==> src/design/ctrl_pkg.sv <==
/*
 * node control constants
 * node_info field layout, power-up reset timing and receive watchdog
 * timing and state codes
 */
`default_nettype none

package ctrl_pkg;

  // node_info = {node id, slot mask}
  localparam int NODE_W      = 8;
  localparam int NODE_ID_LSB = 4;   // node id in bits 7:4
  localparam int SLOT_W      = 4;   // slot mask in bits 3:0
  localparam int ETH_SLOT    = 0;   // ethernet slot enable bit

  //******************************
  // reset and watchdog timing
  //******************************
  localparam int RST_CNT_W = 7;
  localparam logic [RST_CNT_W-1:0] RST_RELEASE_COUNT = 7'd32;

  localparam int WD_CNT_W = 7;
  localparam logic [WD_CNT_W-1:0] WD_WAIT_CYCLES = 7'd64; // scaled down for sim

  // watchdog FSM state codes
  localparam int WD_ST_W = 3;
  localparam logic [WD_ST_W-1:0] WD_ST_WAIT    = 3'd0;
  localparam logic [WD_ST_W-1:0] WD_ST_PULSE   = 3'd1;
  localparam logic [WD_ST_W-1:0] WD_ST_RETRY   = 3'd2;
  localparam logic [WD_ST_W-1:0] WD_ST_SETTLE  = 3'd3;
  localparam logic [WD_ST_W-1:0] WD_ST_REWAIT  = 3'd4;
  localparam logic [WD_ST_W-1:0] WD_ST_MONITOR = 3'd5;

endpackage

`default_nettype wire

==> src/design/stream_pkg.sv <==
/*
 * stream beat format
 * widths of one 64-bit beat, position of the type field in the low byte,
 * type codes and the byte enable of the idle node beat
 */
`default_nettype none

package stream_pkg;

  //******************************
  // beat geometry
  //******************************
  localparam int DATA_W = 64;   // beat data width
  localparam int KEEP_W = 8;    // one enable per data byte

  // type field sits in the upper nibble of byte 0
  localparam int TYPE_LSB = 4;
  localparam int TYPE_W   = 4;

  //******************************
  // type codes
  //******************************
  localparam logic [TYPE_W-1:0] TYPE_ETH  = 4'h1;  // ethernet traffic
  localparam logic [KEEP_W-1:0] IDLE_KEEP = 8'h01; // idle beat carries one byte

endpackage

`default_nettype wire

==> src/design/beat_if.sv <==
/*
 * one stream beat
 * valid strobe with data, last and byte enables, no ready
 */
`default_nettype none

interface beat_if import stream_pkg::*; ();

  logic              valid;  // one-cycle strobe per beat
  logic [DATA_W-1:0] data;
  logic              last;   // final beat of a frame
  logic [KEEP_W-1:0] keep;

  modport src (output valid, output data, output last, output keep);
  modport snk (input valid, input data, input last, input keep);

endinterface

`default_nettype wire

==> src/design/ht_top.sv <==
/*
 * hybrid transport node, control top level
 * power-up reset, rx watchdog, transmit mux and receive dispatch
 */
`default_nettype none

module ht_top
  import stream_pkg::*;
  import ctrl_pkg::*;
(
  input  logic              dclk,
  input  logic              sys_rst_n,
  input  logic              locked,
  input  logic              stat_rx_status,
  input  logic [NODE_W-1:0] node_info,
  input  logic              eth_in_valid,   // ethernet branch stream
  input  logic [DATA_W-1:0] eth_in_data,
  input  logic              eth_in_last,
  input  logic [KEEP_W-1:0] eth_in_keep,
  input  logic              sfp_in_valid,   // from the 10G link
  input  logic [DATA_W-1:0] sfp_in_data,
  input  logic              sfp_in_last,
  input  logic [KEEP_W-1:0] sfp_in_keep,
  output logic              link_rst_n,
  output logic              rx_datapath_reset,
  output logic              sfp_out_valid,  // toward the 10G link
  output logic [DATA_W-1:0] sfp_out_data,
  output logic              sfp_out_last,
  output logic [KEEP_W-1:0] sfp_out_keep,
  output logic              eth_out_valid,  // back to the ethernet branch
  output logic [DATA_W-1:0] eth_out_data,
  output logic              eth_out_last,
  output logic [KEEP_W-1:0] eth_out_keep
);

  beat_if eth_in ();
  beat_if sfp_out ();
  beat_if sfp_in ();
  beat_if eth_out ();

  // ports onto the input streams
  assign eth_in.valid = eth_in_valid;
  assign eth_in.data  = eth_in_data;
  assign eth_in.last  = eth_in_last;
  assign eth_in.keep  = eth_in_keep;
  assign sfp_in.valid = sfp_in_valid;
  assign sfp_in.data  = sfp_in_data;
  assign sfp_in.last  = sfp_in_last;
  assign sfp_in.keep  = sfp_in_keep;

  // output streams back to ports
  assign sfp_out_valid = sfp_out.valid;
  assign sfp_out_data  = sfp_out.data;
  assign sfp_out_last  = sfp_out.last;
  assign sfp_out_keep  = sfp_out.keep;
  assign eth_out_valid = eth_out.valid;
  assign eth_out_data  = eth_out.data;
  assign eth_out_last  = eth_out.last;
  assign eth_out_keep  = eth_out.keep;

  por_reset_gen u_por_reset_gen (
    .dclk       (dclk),
    .sys_rst_n  (sys_rst_n),
    .locked     (locked),
    .link_rst_n (link_rst_n)
  );

  rx_link_watchdog u_rx_link_watchdog (
    .dclk              (dclk),
    .sys_rst_n         (sys_rst_n),
    .link_rst_n        (link_rst_n),
    .stat_rx_status    (stat_rx_status),
    .rx_datapath_reset (rx_datapath_reset)
  );

  tx_node_mux u_tx_node_mux (
    .dclk      (dclk),
    .sys_rst_n (sys_rst_n),
    .node_info (node_info),
    .eth_in    (eth_in.snk),
    .sfp_out   (sfp_out.src)
  );

  rx_type_dispatch u_rx_type_dispatch (
    .dclk      (dclk),
    .sys_rst_n (sys_rst_n),
    .sfp_in    (sfp_in.snk),
    .eth_out   (eth_out.src)
  );

endmodule

`default_nettype wire

==> src/design/por_reset_gen.sv <==
/*
 * power-up reset generator
 * counts once the clock manager has locked and then releases the
 * link reset, which stays released until lock is lost
 */
`default_nettype none

module por_reset_gen import ctrl_pkg::*; (
  input  logic dclk,
  input  logic sys_rst_n,
  input  logic locked,      // clock manager lock
  output logic link_rst_n   // link reset, low active
);

  logic [RST_CNT_W-1:0] rst_cnt;  // cycles since lock

  // saturating counter, parks once the top bit is set
  always_ff @(posedge dclk or negedge sys_rst_n) begin
    if (!sys_rst_n) begin
      rst_cnt <= '0;
    end else if (!locked) begin
      rst_cnt <= '0;                    // restart on loss of lock
    end else if (!rst_cnt[RST_CNT_W-1]) begin
      rst_cnt <= rst_cnt + 1'b1;
    end
  end

  // release point, held until lock drops
  always_ff @(posedge dclk or negedge sys_rst_n) begin
    if (!sys_rst_n) begin
      link_rst_n <= 1'b0;
    end else if (!locked) begin
      link_rst_n <= 1'b0;
    end else if (rst_cnt > RST_RELEASE_COUNT) begin
      link_rst_n <= 1'b1;               // count has passed release
    end
  end

endmodule

`default_nettype wire

==> src/design/rx_link_watchdog.sv <==
/*
 * receive datapath watchdog
 * pulses the transceiver rx datapath reset after each wait period
 * until the link reports good status, then watches for status loss
 */
`default_nettype none

module rx_link_watchdog import ctrl_pkg::*; (
  input  logic dclk,
  input  logic sys_rst_n,
  input  logic link_rst_n,        // link held in reset while low
  input  logic stat_rx_status,    // rx link up
  output logic rx_datapath_reset  // one-cycle pulse
);

  logic [WD_ST_W-1:0]  wd_state;
  logic [WD_CNT_W-1:0] wd_cnt;    // shared by both wait states

  //******************************
  // watchdog FSM
  //******************************
  always_ff @(posedge dclk or negedge sys_rst_n) begin
    if (!sys_rst_n) begin
      wd_state          <= WD_ST_WAIT;
      wd_cnt            <= '0;
      rx_datapath_reset <= 1'b0;
    end else if (!link_rst_n) begin
      // parked in wait until the link reset lifts
      wd_state          <= WD_ST_WAIT;
      wd_cnt            <= '0;
      rx_datapath_reset <= 1'b0;
    end else begin
      // pulse follows the pulse state by one cycle
      rx_datapath_reset <= (wd_state == WD_ST_PULSE);
      case (wd_state)
        WD_ST_WAIT: begin
          if (wd_cnt == WD_WAIT_CYCLES) begin
            wd_cnt   <= '0;
            wd_state <= WD_ST_PULSE;
          end else begin
            wd_cnt <= wd_cnt + 1'b1;
          end
        end
        WD_ST_PULSE: begin
          if (!stat_rx_status) begin
            wd_state <= WD_ST_RETRY;   // still down, try again
          end else begin
            wd_state <= WD_ST_SETTLE;
          end
        end
        WD_ST_RETRY:  wd_state <= WD_ST_WAIT;
        WD_ST_SETTLE: wd_state <= WD_ST_REWAIT;
        WD_ST_REWAIT: begin
          // one more full wait before trusting the status
          if (wd_cnt == WD_WAIT_CYCLES) begin
            wd_cnt   <= '0;
            wd_state <= WD_ST_MONITOR;
          end else begin
            wd_cnt <= wd_cnt + 1'b1;
          end
        end
        WD_ST_MONITOR: begin
          if (!stat_rx_status) begin
            wd_state <= WD_ST_PULSE;   // link lost
          end
        end
        default: wd_state <= WD_ST_WAIT;
      endcase
    end
  end

endmodule

`default_nettype wire

==> src/design/rx_type_dispatch.sv <==
/*
 * receive dispatcher
 * registers SFP beats whose type field marks ethernet onto the
 * ethernet output, drops every other type
 */
`default_nettype none

module rx_type_dispatch import stream_pkg::*; (
  input  logic dclk,
  input  logic sys_rst_n,
  beat_if.snk  sfp_in,
  beat_if.src  eth_out
);

  logic [TYPE_W-1:0] beat_type;
  logic              is_eth;      // valid ethernet beat this cycle

  assign beat_type = sfp_in.data[TYPE_LSB +: TYPE_W];
  assign is_eth    = sfp_in.valid && (beat_type == TYPE_ETH);

  // strobe, one cycle behind the input
  always_ff @(posedge dclk or negedge sys_rst_n) begin
    if (!sys_rst_n) begin
      eth_out.valid <= 1'b0;
    end else begin
      eth_out.valid <= is_eth;
    end
  end

  // payload only moves on a matching beat
  always_ff @(posedge dclk) begin
    if (is_eth) begin
      eth_out.data <= sfp_in.data;
      eth_out.last <= sfp_in.last;
      eth_out.keep <= sfp_in.keep;
    end
  end

endmodule

`default_nettype wire

==> src/design/tx_node_mux.sv <==
/*
 * transmit node mux
 * stages ethernet beats and forwards them to the SFP stream when the
 * ethernet slot is enabled, sends an idle node beat when no slot is
 */
`default_nettype none

module tx_node_mux
  import stream_pkg::*;
  import ctrl_pkg::*;
(
  input  logic              dclk,
  input  logic              sys_rst_n,
  input  logic [NODE_W-1:0] node_info,  // {node id, slot mask}, static
  beat_if.snk               eth_in,
  beat_if.src               sfp_out
);

  logic [SLOT_W-1:0] slot_mask;
  logic              idle_mode;   // no slot enabled at all
  logic              fwd_en;      // staged beat goes out this edge
  logic [DATA_W-1:0] idle_data;

  // stage
  logic              stg_valid;
  logic [DATA_W-1:0] stg_data;
  logic              stg_last;
  logic [KEEP_W-1:0] stg_keep;

  assign slot_mask = node_info[SLOT_W-1:0];
  assign idle_mode = (slot_mask == '0);
  assign fwd_en    = slot_mask[ETH_SLOT] & stg_valid;

  // idle beat, node id in the type nibble, rest zero
  always_comb begin
    idle_data = '0;
    idle_data[NODE_ID_LSB +: NODE_W-NODE_ID_LSB] = node_info[NODE_W-1:NODE_ID_LSB];
  end

  //******************************
  // ethernet stage
  //******************************
  always_ff @(posedge dclk or negedge sys_rst_n) begin
    if (!sys_rst_n) begin
      stg_valid <= 1'b0;
    end else if (eth_in.valid) begin
      stg_valid <= 1'b1;    // new capture beats the clear
    end else begin
      stg_valid <= 1'b0;    // forwarded, or dropped with slot off
    end
  end

  always_ff @(posedge dclk) begin
    if (eth_in.valid) begin
      stg_data <= eth_in.data;
      stg_last <= eth_in.last;
      stg_keep <= eth_in.keep;
    end
  end

  //******************************
  // output register
  //******************************
  always_ff @(posedge dclk or negedge sys_rst_n) begin
    if (!sys_rst_n) begin
      sfp_out.valid <= 1'b0;
    end else begin
      sfp_out.valid <= idle_mode | fwd_en;  // idle is valid every cycle
    end
  end

  always_ff @(posedge dclk) begin
    if (idle_mode) begin
      sfp_out.data <= idle_data;
      sfp_out.last <= 1'b0;
      sfp_out.keep <= IDLE_KEEP;
    end else if (fwd_en) begin
      sfp_out.data <= stg_data;   // beat passes unchanged
      sfp_out.last <= stg_last;
      sfp_out.keep <= stg_keep;
    end
  end

endmodule

`default_nettype wire

==> config.mk <==
export PLATFORM = sky130hd
export DESIGN_NAME = ht_top
export DESIGN_NICKNAME = d
export VERILOG_FILES = /design/src/design/ctrl_pkg.sv /design/src/design/stream_pkg.sv /design/src/design/beat_if.sv /design/src/design/ht_top.sv /design/src/design/por_reset_gen.sv /design/src/design/rx_link_watchdog.sv /design/src/design/rx_type_dispatch.sv /design/src/design/tx_node_mux.sv
export SDC_FILE = /design/constraint.sdc
export NUM_CORES = 1
export LEC_CHECK = 0
export ABC_AREA = 1
export BUFFER_PORTS_ARGS = -buffer_cell sky130_fd_sc_hd__buf_2
export CAP_MARGIN = 20
export CORE_AREA = 2 2 130 132
export DETAILED_ROUTE_END_ITERATION = 7
export DIE_AREA = 0 0 132 134
export MAX_ROUTING_LAYER = met4
export PLACE_DENSITY = 0.88
export SETUP_SLACK_MARGIN = 0.5
export SKIP_CTS_REPAIR_TIMING = 1
export SYNTH_ARGS = -nofsm -noshare
export SYNTH_HDL_FRONTEND = slang
export SYNTH_SLANG_ARGS = --single-unit
==> constraint.sdc <==
create_clock -name dclk -period 2.1 [get_ports dclk]
set_input_delay 0.63 -clock dclk [delete_from_list [all_inputs] [get_ports dclk]]
set_output_delay 0.63 -clock dclk [all_outputs]
set_load 0.005 [all_outputs]
==> Word-level counts from Yosys, hierarchy flattened <==
Index checks and enable logic that the tools add are counted.
{ "totals": {"regBits": 241, "inputBits": 160, "output_inout_bits": 150} }
{ "classes": {"add_sub_neg": 2, "n_lt_le_gt_ge": 1, "eq_ne": 12, "n_mux": 17, "n_bitwise": 2, "n_reduce_logical": 6} }
{ "op_table": {"columns": ["op", "count"], "rows": [
  ["two-way mux 7 bit", 5],
  ["two-way mux 8 bit", 2],
  ["case mux 3 bit (5 select lines)", 1],
  ["adder 7 x 1 -> 7 bit, second input constant", 2],
  ["two-way mux 3 bit", 4],
  ["equality test 7 bit, second input constant", 1],
  ["greater-than comparator 7 x 6 -> 1 bit, second input constant", 1],
  ["equality test 3 bit, second input constant", 2],
  ["!= test 3 x 2 -> 1 bit, second input constant", 2],
  ["two-way mux 1 bit", 5],
  ["equality test 4 x 1 -> 1 bit, second input constant", 1],
  ["logical NOT 4 bit", 1],
  ["!= test 2 bit, second input constant", 2],
  ["equality test 3 x 1 -> 1 bit, second input constant", 1],
  ["equality test 3 x 2 -> 1 bit, second input constant", 1],
  ["logical NOT 3 bit", 1],
  ["!= test 3 bit, second input constant", 1],
  ["AND reduction 3 bit", 1],
  ["!= test 2 x 1 -> 1 bit, second input constant", 1],
  ["nonzero test 2 bit", 1],
  ["OR reduction 2 bit", 1],
  ["bitwise AND 1 bit", 1],
  ["logical AND 1 bit", 1],
  ["OR 1 bit", 1]
]} }

==> Longest topological paths before layout <==
Gate-level depths: netlist of the first run.
{ "logic_depth": {"depth_word": 4, "mapped_depth": 9, "ltp_nobuf": 9} }

==> Cells and area by module <==
Synthesis of the first run repeated with hierarchy kept, for this count alone.
{ "hier_totals": {"cells_unflattened": 744, "area_unflattened_um2": 8698.3} }
{ "by_module_without_submodules": {"columns": ["module", "instances", "cells_each", "area_each_um2", "seq_area_each_um2"], "rows": [
  ["tx_node_mux", 1, 539, 5411.4, 3743.6],
  ["rx_type_dispatch", 1, 80, 2248.4, 2217.1],
  ["rx_link_watchdog", 1, 76, 629.4, 275.3],
  ["por_reset_gen", 1, 49, 409.1, 200.2]
]} }

==> Least setup slack after synthesis of the first run <==
Ideal clock, no wire load.
{ "synth_path": {"path_type": "input to register", "from": "input port sfp_in_data[7]", "to": "register u_rx_type_dispatch.eth_out.valid", "arrival_time_ns": 6.126, "required_time_ns": 1.424, "path_slack_ns": -4.702, "stages": 3, "path_buffers": 0, "path_cell_list": "nor2_1 > nand2_1 > nor3b_1"} }
{ "synth_via": {"elab_chain_cells": 2} }
{ "synth_lines": {"columns": ["element", "line", "source"], "rows": [
  ["start, declared", "ht_top.sv:21", "input logic [DATA_W-1:0] sfp_in_data,"],
  ["equality test 4 x 1 -> 1 bit", "rx_type_dispatch.sv:19", "assign is_eth = sfp_in.valid && (beat_type == TYPE_ETH);"],
  ["logical AND 1 bit", "rx_type_dispatch.sv:19", null],
  ["named net u_rx_type_dispatch.is_eth", "rx_type_dispatch.sv:16", "logic is_eth;"],
  ["end signal, assigned", "rx_type_dispatch.sv:26", "eth_out.valid <= is_eth;"],
  ["end, declared", "beat_if.sv:14", "modport src (output valid, output data, output last, output keep);"]
]} }
The timed path passes the listed nets, and every way through them passes these cells.
A chain may end at the register's enable or synchronous reset.

==> Final worst setup path of the first run <==
{ "layout_path": {"from": "register u_rx_type_dispatch.eth_out.data[29]", "to": "output port eth_out_data[29]"} }
{ "layout_lines": {"columns": ["element", "line", "source"], "rows": [
  ["start, declared", "beat_if.sv:14", null],
  ["end, declared", "ht_top.sv:31", "output logic [DATA_W-1:0] eth_out_data,"]
]} }
No word-level cell between the ends.

==> flow_summary.json, run 1 <==
{
  "swShare": 0.218,
  "cap_violations": 0,
  "hold_viol_final": 0,
  "async_flop_share": 0.0913,
  "slew_headroom": 0.665,
  "synth-xor-area-share": 0,
  "ys.flop_type": "edfxtp_1",
  "wl_met3_um": 1380,
  "clkPwrFrac": 0.383,
  "timing.final.crit_share": 0.811,
  "yosys_register_bits": 241,
  "drv_slew": 0,
  "rsz0062_at_grt": "yes",
  "finalWirelength_um": 20500,
  "fin_area_mm2": 0.0113,
  "worstPathMaxFanout": 1,
  "cts_max_path_buffers": 3,
  "die_w_um": 132,
  "synthesis.area_mm2": 0.00835,
  "dieArea_mm2": 0.0177,
  "routedWlPerCell_um": 17.4,
  "synthSimpleGateAreaFrac": 0.0490,
  "setup_viol": 0,
  "fmax_mhz": 587,
  "synth_top_area_share": 0.539,
  "min_period_ns": 1.70,
  "grt_pass1_wl_um": 30000,
  "worstSetupEndpointType": "output port",
  "initial_core_util": 0.513,
  "synthCells": 607,
  "synth_most_common_cell": "edfxtp_1",
  "dpl_cell_area_mm2": 0.0102,
  "port_buffers": 309,
  "yosysUniqueCellTypes": 25,
  "max-vdd-ir-drop_mv": 0.761,
  "cp_top_family": "flip-flops",
  "p_comb_frac": 0.099,
  "finalPower_mw": 10.9,
  "yosysWarningCount": 0,
  "path_clk_slew_ns": 0.07,
  "grt_overflow": 0,
  "status": "complete, no violations",
  "met1_length_um": 7450,
  "tightest_slew_ns": 0.502,
  "grt_use_total": 0.222,
  "syn-num-nets": 771,
  "synth_compound_area_frac": 0.113,
  "dieHeight_um": 134,
  "power_density_mw_per_mm2": 968,
  "syn_avg_cell_area_um2": 13.8,
  "antenna_found_initial": 2,
  "cp.required_ns": 1.47,
  "yosysSeqAreaShare": 0.770,
  "hold_path_class": "in2async",
  "clock-sinks": 241,
  "worstPathArrival_ns": 1.07,
  "critical_path_class": "reg2out",
  "switching_power_mw": 2.37,
  "drive_gt1_frac": 0.451,
  "ios": 310,
  "skew_ns": 0.0123,
  "synth_edf_count": 150,
  "cp_slowest_stage_delay_ns": 0.43,
  "drtIter0Drc": 332,
  "drtAntennaViolNets": 0,
  "crit_chain": "buf_2",
  "vias": 5887,
  "synth_mux_area_frac": 0,
  "yosys-top-cells-count": "edfxtp_1, inv_1, dfxtp_1, o21bai_1, o21ai_1",
  "yosysTopAreaCell": "edfxtp_1",
  "synth-adder-area-share": 0.00599,
  "intPower_mw": 8.52,
  "highest_layer": "met4",
  "grt_max_degree": 74,
  "worst_setup_path_start_kind": "register",
  "htreeDepth": 1,
  "dr.pass1.iters": 4,
  "areaGrowthSynthToFinish_pct": 34.7,
  "cts_tree": "done",
  "dr_wl_met2_um": 11000,
  "slowest_stage": "edfxtp_1",
  "leakage_nw": 4.99,
  "dp_hpwl_um": 14000,
  "rows": 47,
  "clock_latency_ns": 0.50,
  "drc_errors": 0,
  "seqPwrFrac": 0.518,
  "gp_congestion": 0.834,
  "core_area_mm2": 0.0163,
  "fin_nets": 1098,
  "cts_buffers": 24,
  "synth_top_family_by_area": "compound AO/OA/AOI/OAI gates",
  "grt_pass1_vias": 5947,
  "synth_area_leaders": "edfxtp_1, dfxtp_1, dfrtp_1",
  "cp_num_buf_inv": 1,
  "vias_per_cell": 5.01,
  "clockRootBuffer": "clkbuf_16"
}
[registers in the layout, summed over array words and instances (netlist names)]
name and cells:
u_por_reset_gen.link_rst_n 1, u_por_reset_gen.rst_cnt 7, u_rx_link_watchdog.rx_datapath_reset 1, u_rx_link_watchdog.wd_cnt 7
u_rx_link_watchdog.wd_state 3, u_rx_type_dispatch.eth_out.data 64, u_rx_type_dispatch.eth_out.keep 8, u_rx_type_dispatch.eth_out.last 1
u_rx_type_dispatch.eth_out.valid 1, u_tx_node_mux.sfp_out.data 64, u_tx_node_mux.sfp_out.keep 8, u_tx_node_mux.sfp_out.last 1
u_tx_node_mux.sfp_out.valid 1, u_tx_node_mux.stg_data 64, u_tx_node_mux.stg_keep 8, u_tx_node_mux.stg_last 1
u_tx_node_mux.stg_valid 1
[metrics by stage]
| stage | util | worst slack (ns) | cells | TNS (ns) | hold slack (ns) |
|---|---|---|---|---|---|
| 6_report | 0.691 | 0.398 | 1174 | 0 | 0.0901 |
| 5_1_grt | 0.691 | 0.366 | 1174 | 0 | 0.130 |
| 4_1_cts | 0.673 | 0.230 | 1166 | 0 | 0.0912 |
| 3_5_place_dp | 0.625 | 0.231 | 1122 | 0 | 0.440 |
| 3_3_place_gp | 0.625 | 0.280 | 1122 | 0 | 0.428 |
| 2_1_floorplan | - | -1.02 | 607 | -75.65 | 0.334 |
[power groups by stage]
stage,Sequential (mW),Combinational (mW),Clock [mW]
floorplan,5.68,0.390,0
global placement,5.65,0.910,0
detailed placement,5.66,0.964,0
CTS,5.57,0.971,4.24
global route,5.67,1.19,4.43
finish,5.64,1.08,4.17
[routing by layer]
metal | global-route usage | vias to the layer above
li1 | - | 2735
met1 | 0.241 | 2854
met2 | 0.402 | 251
met3 | 0.0472 | 47
met4 | 0.0791 | 0
met5 | - | -
[cell usage in the layout, fill, tap and decap left out, types with 2 or more instances in the layout]
master,netlist,routed
edfxtp_1,150,150
bufinv_16,0,2
inv_1,87,87
buf_4,3,9
a21oi_1,7,7
dfrtp_1,22,21
clkinvlp_4,0,2
o21ai_1,68,68
ha_1,4,4
nand3_1,13,13
inv_2,3,3
nor2_1,14,13
clkinv_2,0,3
dfxtp_1,69,7
nand4_1,6,6
buf_2,6,281
nand2_1,57,56
buf_6,4,27
nand2_4,2,2
o21bai_1,69,69
clkinv_1,0,4
diode_2,0,2
dfxtp_2,0,62
nor3_1,2,2
o21ai_0,8,8
clkbuf_1,1,7
buf_12,0,7
clkbuf_16,0,25
[final timing paths]
| kind | startpoint | end | slack, ns | cells after the start |
|---|---|---|---|---|
| max | u_rx_type_dispatch.eth_out.data[29]$_DFFE_PP_ | eth_out_data[29] | 0.40 | 1 |
| min | sys_rst_n | u_rx_link_watchdog.wd_state[2]$_DFFE_PN0P_ | 0.09 | 1 |
| max reg2reg | u_tx_node_mux.stg_valid$_DFF_PN0_ | u_tx_node_mux.sfp_out.data[25]$_SDFFE_PP0P_ | 0.69 | 5 |
| min reg2reg | u_tx_node_mux.stg_data[59]$_DFFE_PP_ | u_tx_node_mux.sfp_out.data[59]$_SDFFE_PP0P_ | 0.46 | 2 |
| max in group asynchronous | sys_rst_n | u_por_reset_gen.link_rst_n$_DFFE_PN0P_ | 1.64 | 1 |
| min in group dclk | eth_in_data[2] | u_tx_node_mux.stg_data[2]$_DFFE_PP_ | 0.30 | 1 |
[kinds of logic (layout without fill, tap and decap cells)]
logic type	after synthesis	count (layout)
other	0	2
AOI/OAI and AO/OA	153	153
adders and majority gates	4	4
buffers and inverters	114	459
DFF	241	241
and+or+nand+nor	95	95
[final cells by class]
type / instances / area [um^2]
Sequential cell: 241 / 6520
Fill cell: 1092 / 5030
Timing Repair Buffer: 324 / 1920
Multi-Input combinational cell: 252 / 1420
Clock buffer: 33 / 666
Inverter: 91 / 349
Tap cell: 220 / 275
Clock inverter: 11 / 105
Antenna cell: 2 / 5.00
No activity file was read; power rests on OpenSTA's default activity.
==> run 2: changes to the inputs <==
--- a/config.mk
+++ b/config.mk
@@ -5,14 +5,14 @@
 export SDC_FILE = /design/constraint.sdc
 export NUM_CORES = 1
 export LEC_CHECK = 0
-export ABC_AREA = 1
+export ABC_AREA = 0
 export BUFFER_PORTS_ARGS = -buffer_cell sky130_fd_sc_hd__buf_2
 export CAP_MARGIN = 20
-export CORE_AREA = 2 2 130 132
+export CORE_AREA = 2 2 132 134
 export DETAILED_ROUTE_END_ITERATION = 7
-export DIE_AREA = 0 0 132 134
+export DIE_AREA = 0 0 134 136
 export MAX_ROUTING_LAYER = met4
-export PLACE_DENSITY = 0.88
+export PLACE_DENSITY = 0.83
 export SETUP_SLACK_MARGIN = 0.5
 export SKIP_CTS_REPAIR_TIMING = 1
 export SYNTH_ARGS = -nofsm -noshare
==> constraint.sdc (replaced) <==
create_clock -name dclk -period 1.7 [get_ports dclk]
set_input_delay 0.51 -clock dclk [delete_from_list [all_inputs] [get_ports dclk]]
set_output_delay 0.51 -clock dclk [all_outputs]
set_load 0.005 [all_outputs]
==> run 2 against run 1 <==
  * Clock skew grew 0.012 ns
  * Power grew 26%
  * Synthesized cell count shrank 7.2%
  * Largest cell class unchanged
==> flow_summary.json, run 2 <==
{
  "worstPathMaxFanout": 1,
  "vias_per_cell": 4.88,
  "yosys-top-cells-count": "edfxtp_1, nand2_1, a21oi_1",
  "fin_nets": 1078,
  "cp_slowest_stage_delay_ns": 0.42,
  "clockRootBuffer": "clkbuf_16",
  "seq_area_mm2": 0.00653,
  "multi_input_area_mm2": 0.00174,
  "ios": 310,
  "setup_viol": 0,
  "yosysUniqueCellTypes": 42,
  "drv_slew": 0,
  "path_clk_slew_ns": 0.07,
  "worstHoldStart": "eth_in_data[56]",
  "port_buffers": 309,
  "worstSetupEndpointType": "output port",
  "clock_latency_ns": 0.51,
  "cts_max_path_buffers": 3,
  "cp_top_family": "flip-flops",
  "dieHeight_um": 136,
  "cts_buffers": 24,
  "worstPathArrival_ns": 1.08,
  "skew_ns": 0.0246,
  "die_w_um": 134,
  "rsz0062_at_grt": "yes",
  "status": "complete, no violations",
  "cp.required_ns": 1.19,
  "async_flop_share": 0.0913,
  "slew_headroom": 0.657,
  "leakage_nw": 4.89,
  "vias": 5654,
  "ys.flop_type": "edfxtp_1",
  "rows": 48,
  "timing.final.crit_share": 0.937,
  "yosysWarningCount": 0,
  "hold_path_depth": 1,
  "fmax_mhz": 628,
  "grt_use_total": 0.198,
  "worst_setup_path_start_kind": "register",
  "gp_congestion": 0.801,
  "grt_overflow": 0,
  "grt_max_degree": 60,
  "hold_slack_ns": 0.170,
  "yosys_register_bits": 241,
  "drtIter0Drc": 259,
  "fillCellCount": 1121,
  "drive_gt1_frac": 0.585,
  "critical_path_class": "reg2out",
  "finalWirelength_um": 20200,
  "final_common_cell": "buf_2",
  "synthesis.area_mm2": 0.00797,
  "cp.depth": 1,
  "synth_area_leaders": "edfxtp_1, dfxtp_1, nand2_1",
  "yosysTopAreaCell": "edfxtp_1",
  "hold_viol_final": 0,
  "layout_common_cells": "buf_2, edfxtp_1, nand2_1, dfxtp_2, a21oi_2",
  "htreeDepth": 1,
  "dr.pass1.iters": 4,
  "synth_edf_count": 150,
  "yosysSeqAreaShare": 0.807,
  "slowest_stage": "edfxtp_1",
  "min_to": "u_tx_node_mux.stg_data[56]$_DFFE_PP_",
  "finalPower_mw": 13.8,
  "core_area_mm2": 0.0169,
  "drtAntennaViolNets": 0,
  "cap_violations": 0,
  "clock-sinks": 241,
  "grt_pass1_wl_um": 27200,
  "synth_most_common_cell": "edfxtp_1",
  "routedWlPerCell_um": 17.5,
  "max-vdd-ir-drop_mv": 0.985,
  "areaGrowthSynthToFinish_pct": 46.1,
  "tightest_slew_ns": 0.514,
  "initial_core_util": 0.472,
  "cts_tree": "done",
  "grt_pass1_vias": 5221,
  "min_period_ns": 1.59,
  "power_density_mw_per_mm2": 1180,
  "crit_chain": "buf_2",
  "cp_num_buf_inv": 1,
  "reg2reg_depth": 3,
  "syn-num-nets": 727,
  "dp_hpwl_um": 13300,
  "antenna_found_initial": 2,
  "synth_top_area_share": 0.565,
  "hold_path_class": "in2reg",
  "synthCells": 563,
  "reg2reg_setup_slack_ns": 0.24,
  "drc_errors": 0,
  "largestRegisters": "u_rx_type_dispatch.eth_out.data x64, u_tx_node_mux.sfp_out.data x64, u_tx_node_mux.stg_data x64",
  "reg2reg_to": "u_rx_link_watchdog.wd_state[0]$_DFFE_PN0P_",
  "r2r-start": "u_rx_link_watchdog.wd_cnt[5]$_DFFE_PN0P_",
  "syn_avg_cell_area_um2": 14.2,
  "dieArea_mm2": 0.0182
}
[run 2: per-stage QoR]
stage | cells | utilization | instance area, um^2 | setup TNS (ns) | worst slack, ns
CTS | 1132 | 0.654 | 11000 | 0 | 0.0893
global placement | 1088 | 0.604 | 10200 | 0 | 0.0896
floorplan | 563 | - | 8370 | -4.75 | -0.0650
detailed placement | 1088 | 0.604 | 10200 | 0 | 0.0686
finish | 1159 | 0.690 | 11600 | 0 | 0.108
global route | 1159 | 0.690 | 11600 | 0 | 0.0841
[run 2: layout make-up]
class                      count  area share
clock inverter                14      0.0169
antenna                        2    0.000430
timing repair buffer         351       0.190
clock buffer                  30      0.0562
multi-input combinational    289       0.149
sequential                   241       0.561
inverter                       7     0.00226
tap                          225      0.0242
[run 2: worst max-delay path by stage]
stage                                                             from                                      endpoint  slack [ns]
after floorplan                                         sfp_in_data[5]  u_rx_type_dispatch.eth_out.data[0]$_DFFE_PP_       -0.07
after global routing      u_rx_type_dispatch.eth_out.data[5]$_DFFE_PP_                               eth_out_data[5]        0.08
after detailed placement                                  node_info[0]       u_tx_node_mux.sfp_out.data[6]$_DFFE_PP_        0.07
after global placement                                    node_info[1]       u_tx_node_mux.sfp_out.data[6]$_DFFE_PP_        0.09
final                     u_rx_type_dispatch.eth_out.data[7]$_DFFE_PP_                               eth_out_data[7]        0.11
after CTS                 u_rx_type_dispatch.eth_out.data[5]$_DFFE_PP_                               eth_out_data[5]        0.09
[run 2: cells by family (layout without fill, tap and decap cells)]
| group | after synthesis | in the layout | share of synthesized area |
|---|---|---|---|
| other cells | 0 | 2 | 0 |
| simple gates | 186 | 187 | 0.0997 |
| xor+xnor | 4 | 4 | 0.00440 |
| flops | 241 | 241 | 0.807 |
| mux | 1 | 1 | 0.00126 |
| buf+inv | 34 | 402 | 0.0182 |
| fa+ha+maj | 4 | 4 | 0.00628 |
| compound gates | 93 | 93 | 0.0629 |
[run 2: where the power goes]
group,switching [mW],leakage [nW],internal (mW)
Combinational,0.551,2.17,0.687
Sequential,0.214,2.30,6.71
Clock,2.13,0.411,3.49
Total,2.89,4.89,10.9
[run 2: layer usage]
metal	global-route usage	vias to the layer above	share of wire
li1	-	2693	-
met1	0.220	2683	0.36
met2	0.354	247	0.53
met3	0.0541	31	0.081
met4	0.0502	0	0.020
met5	-	-	0
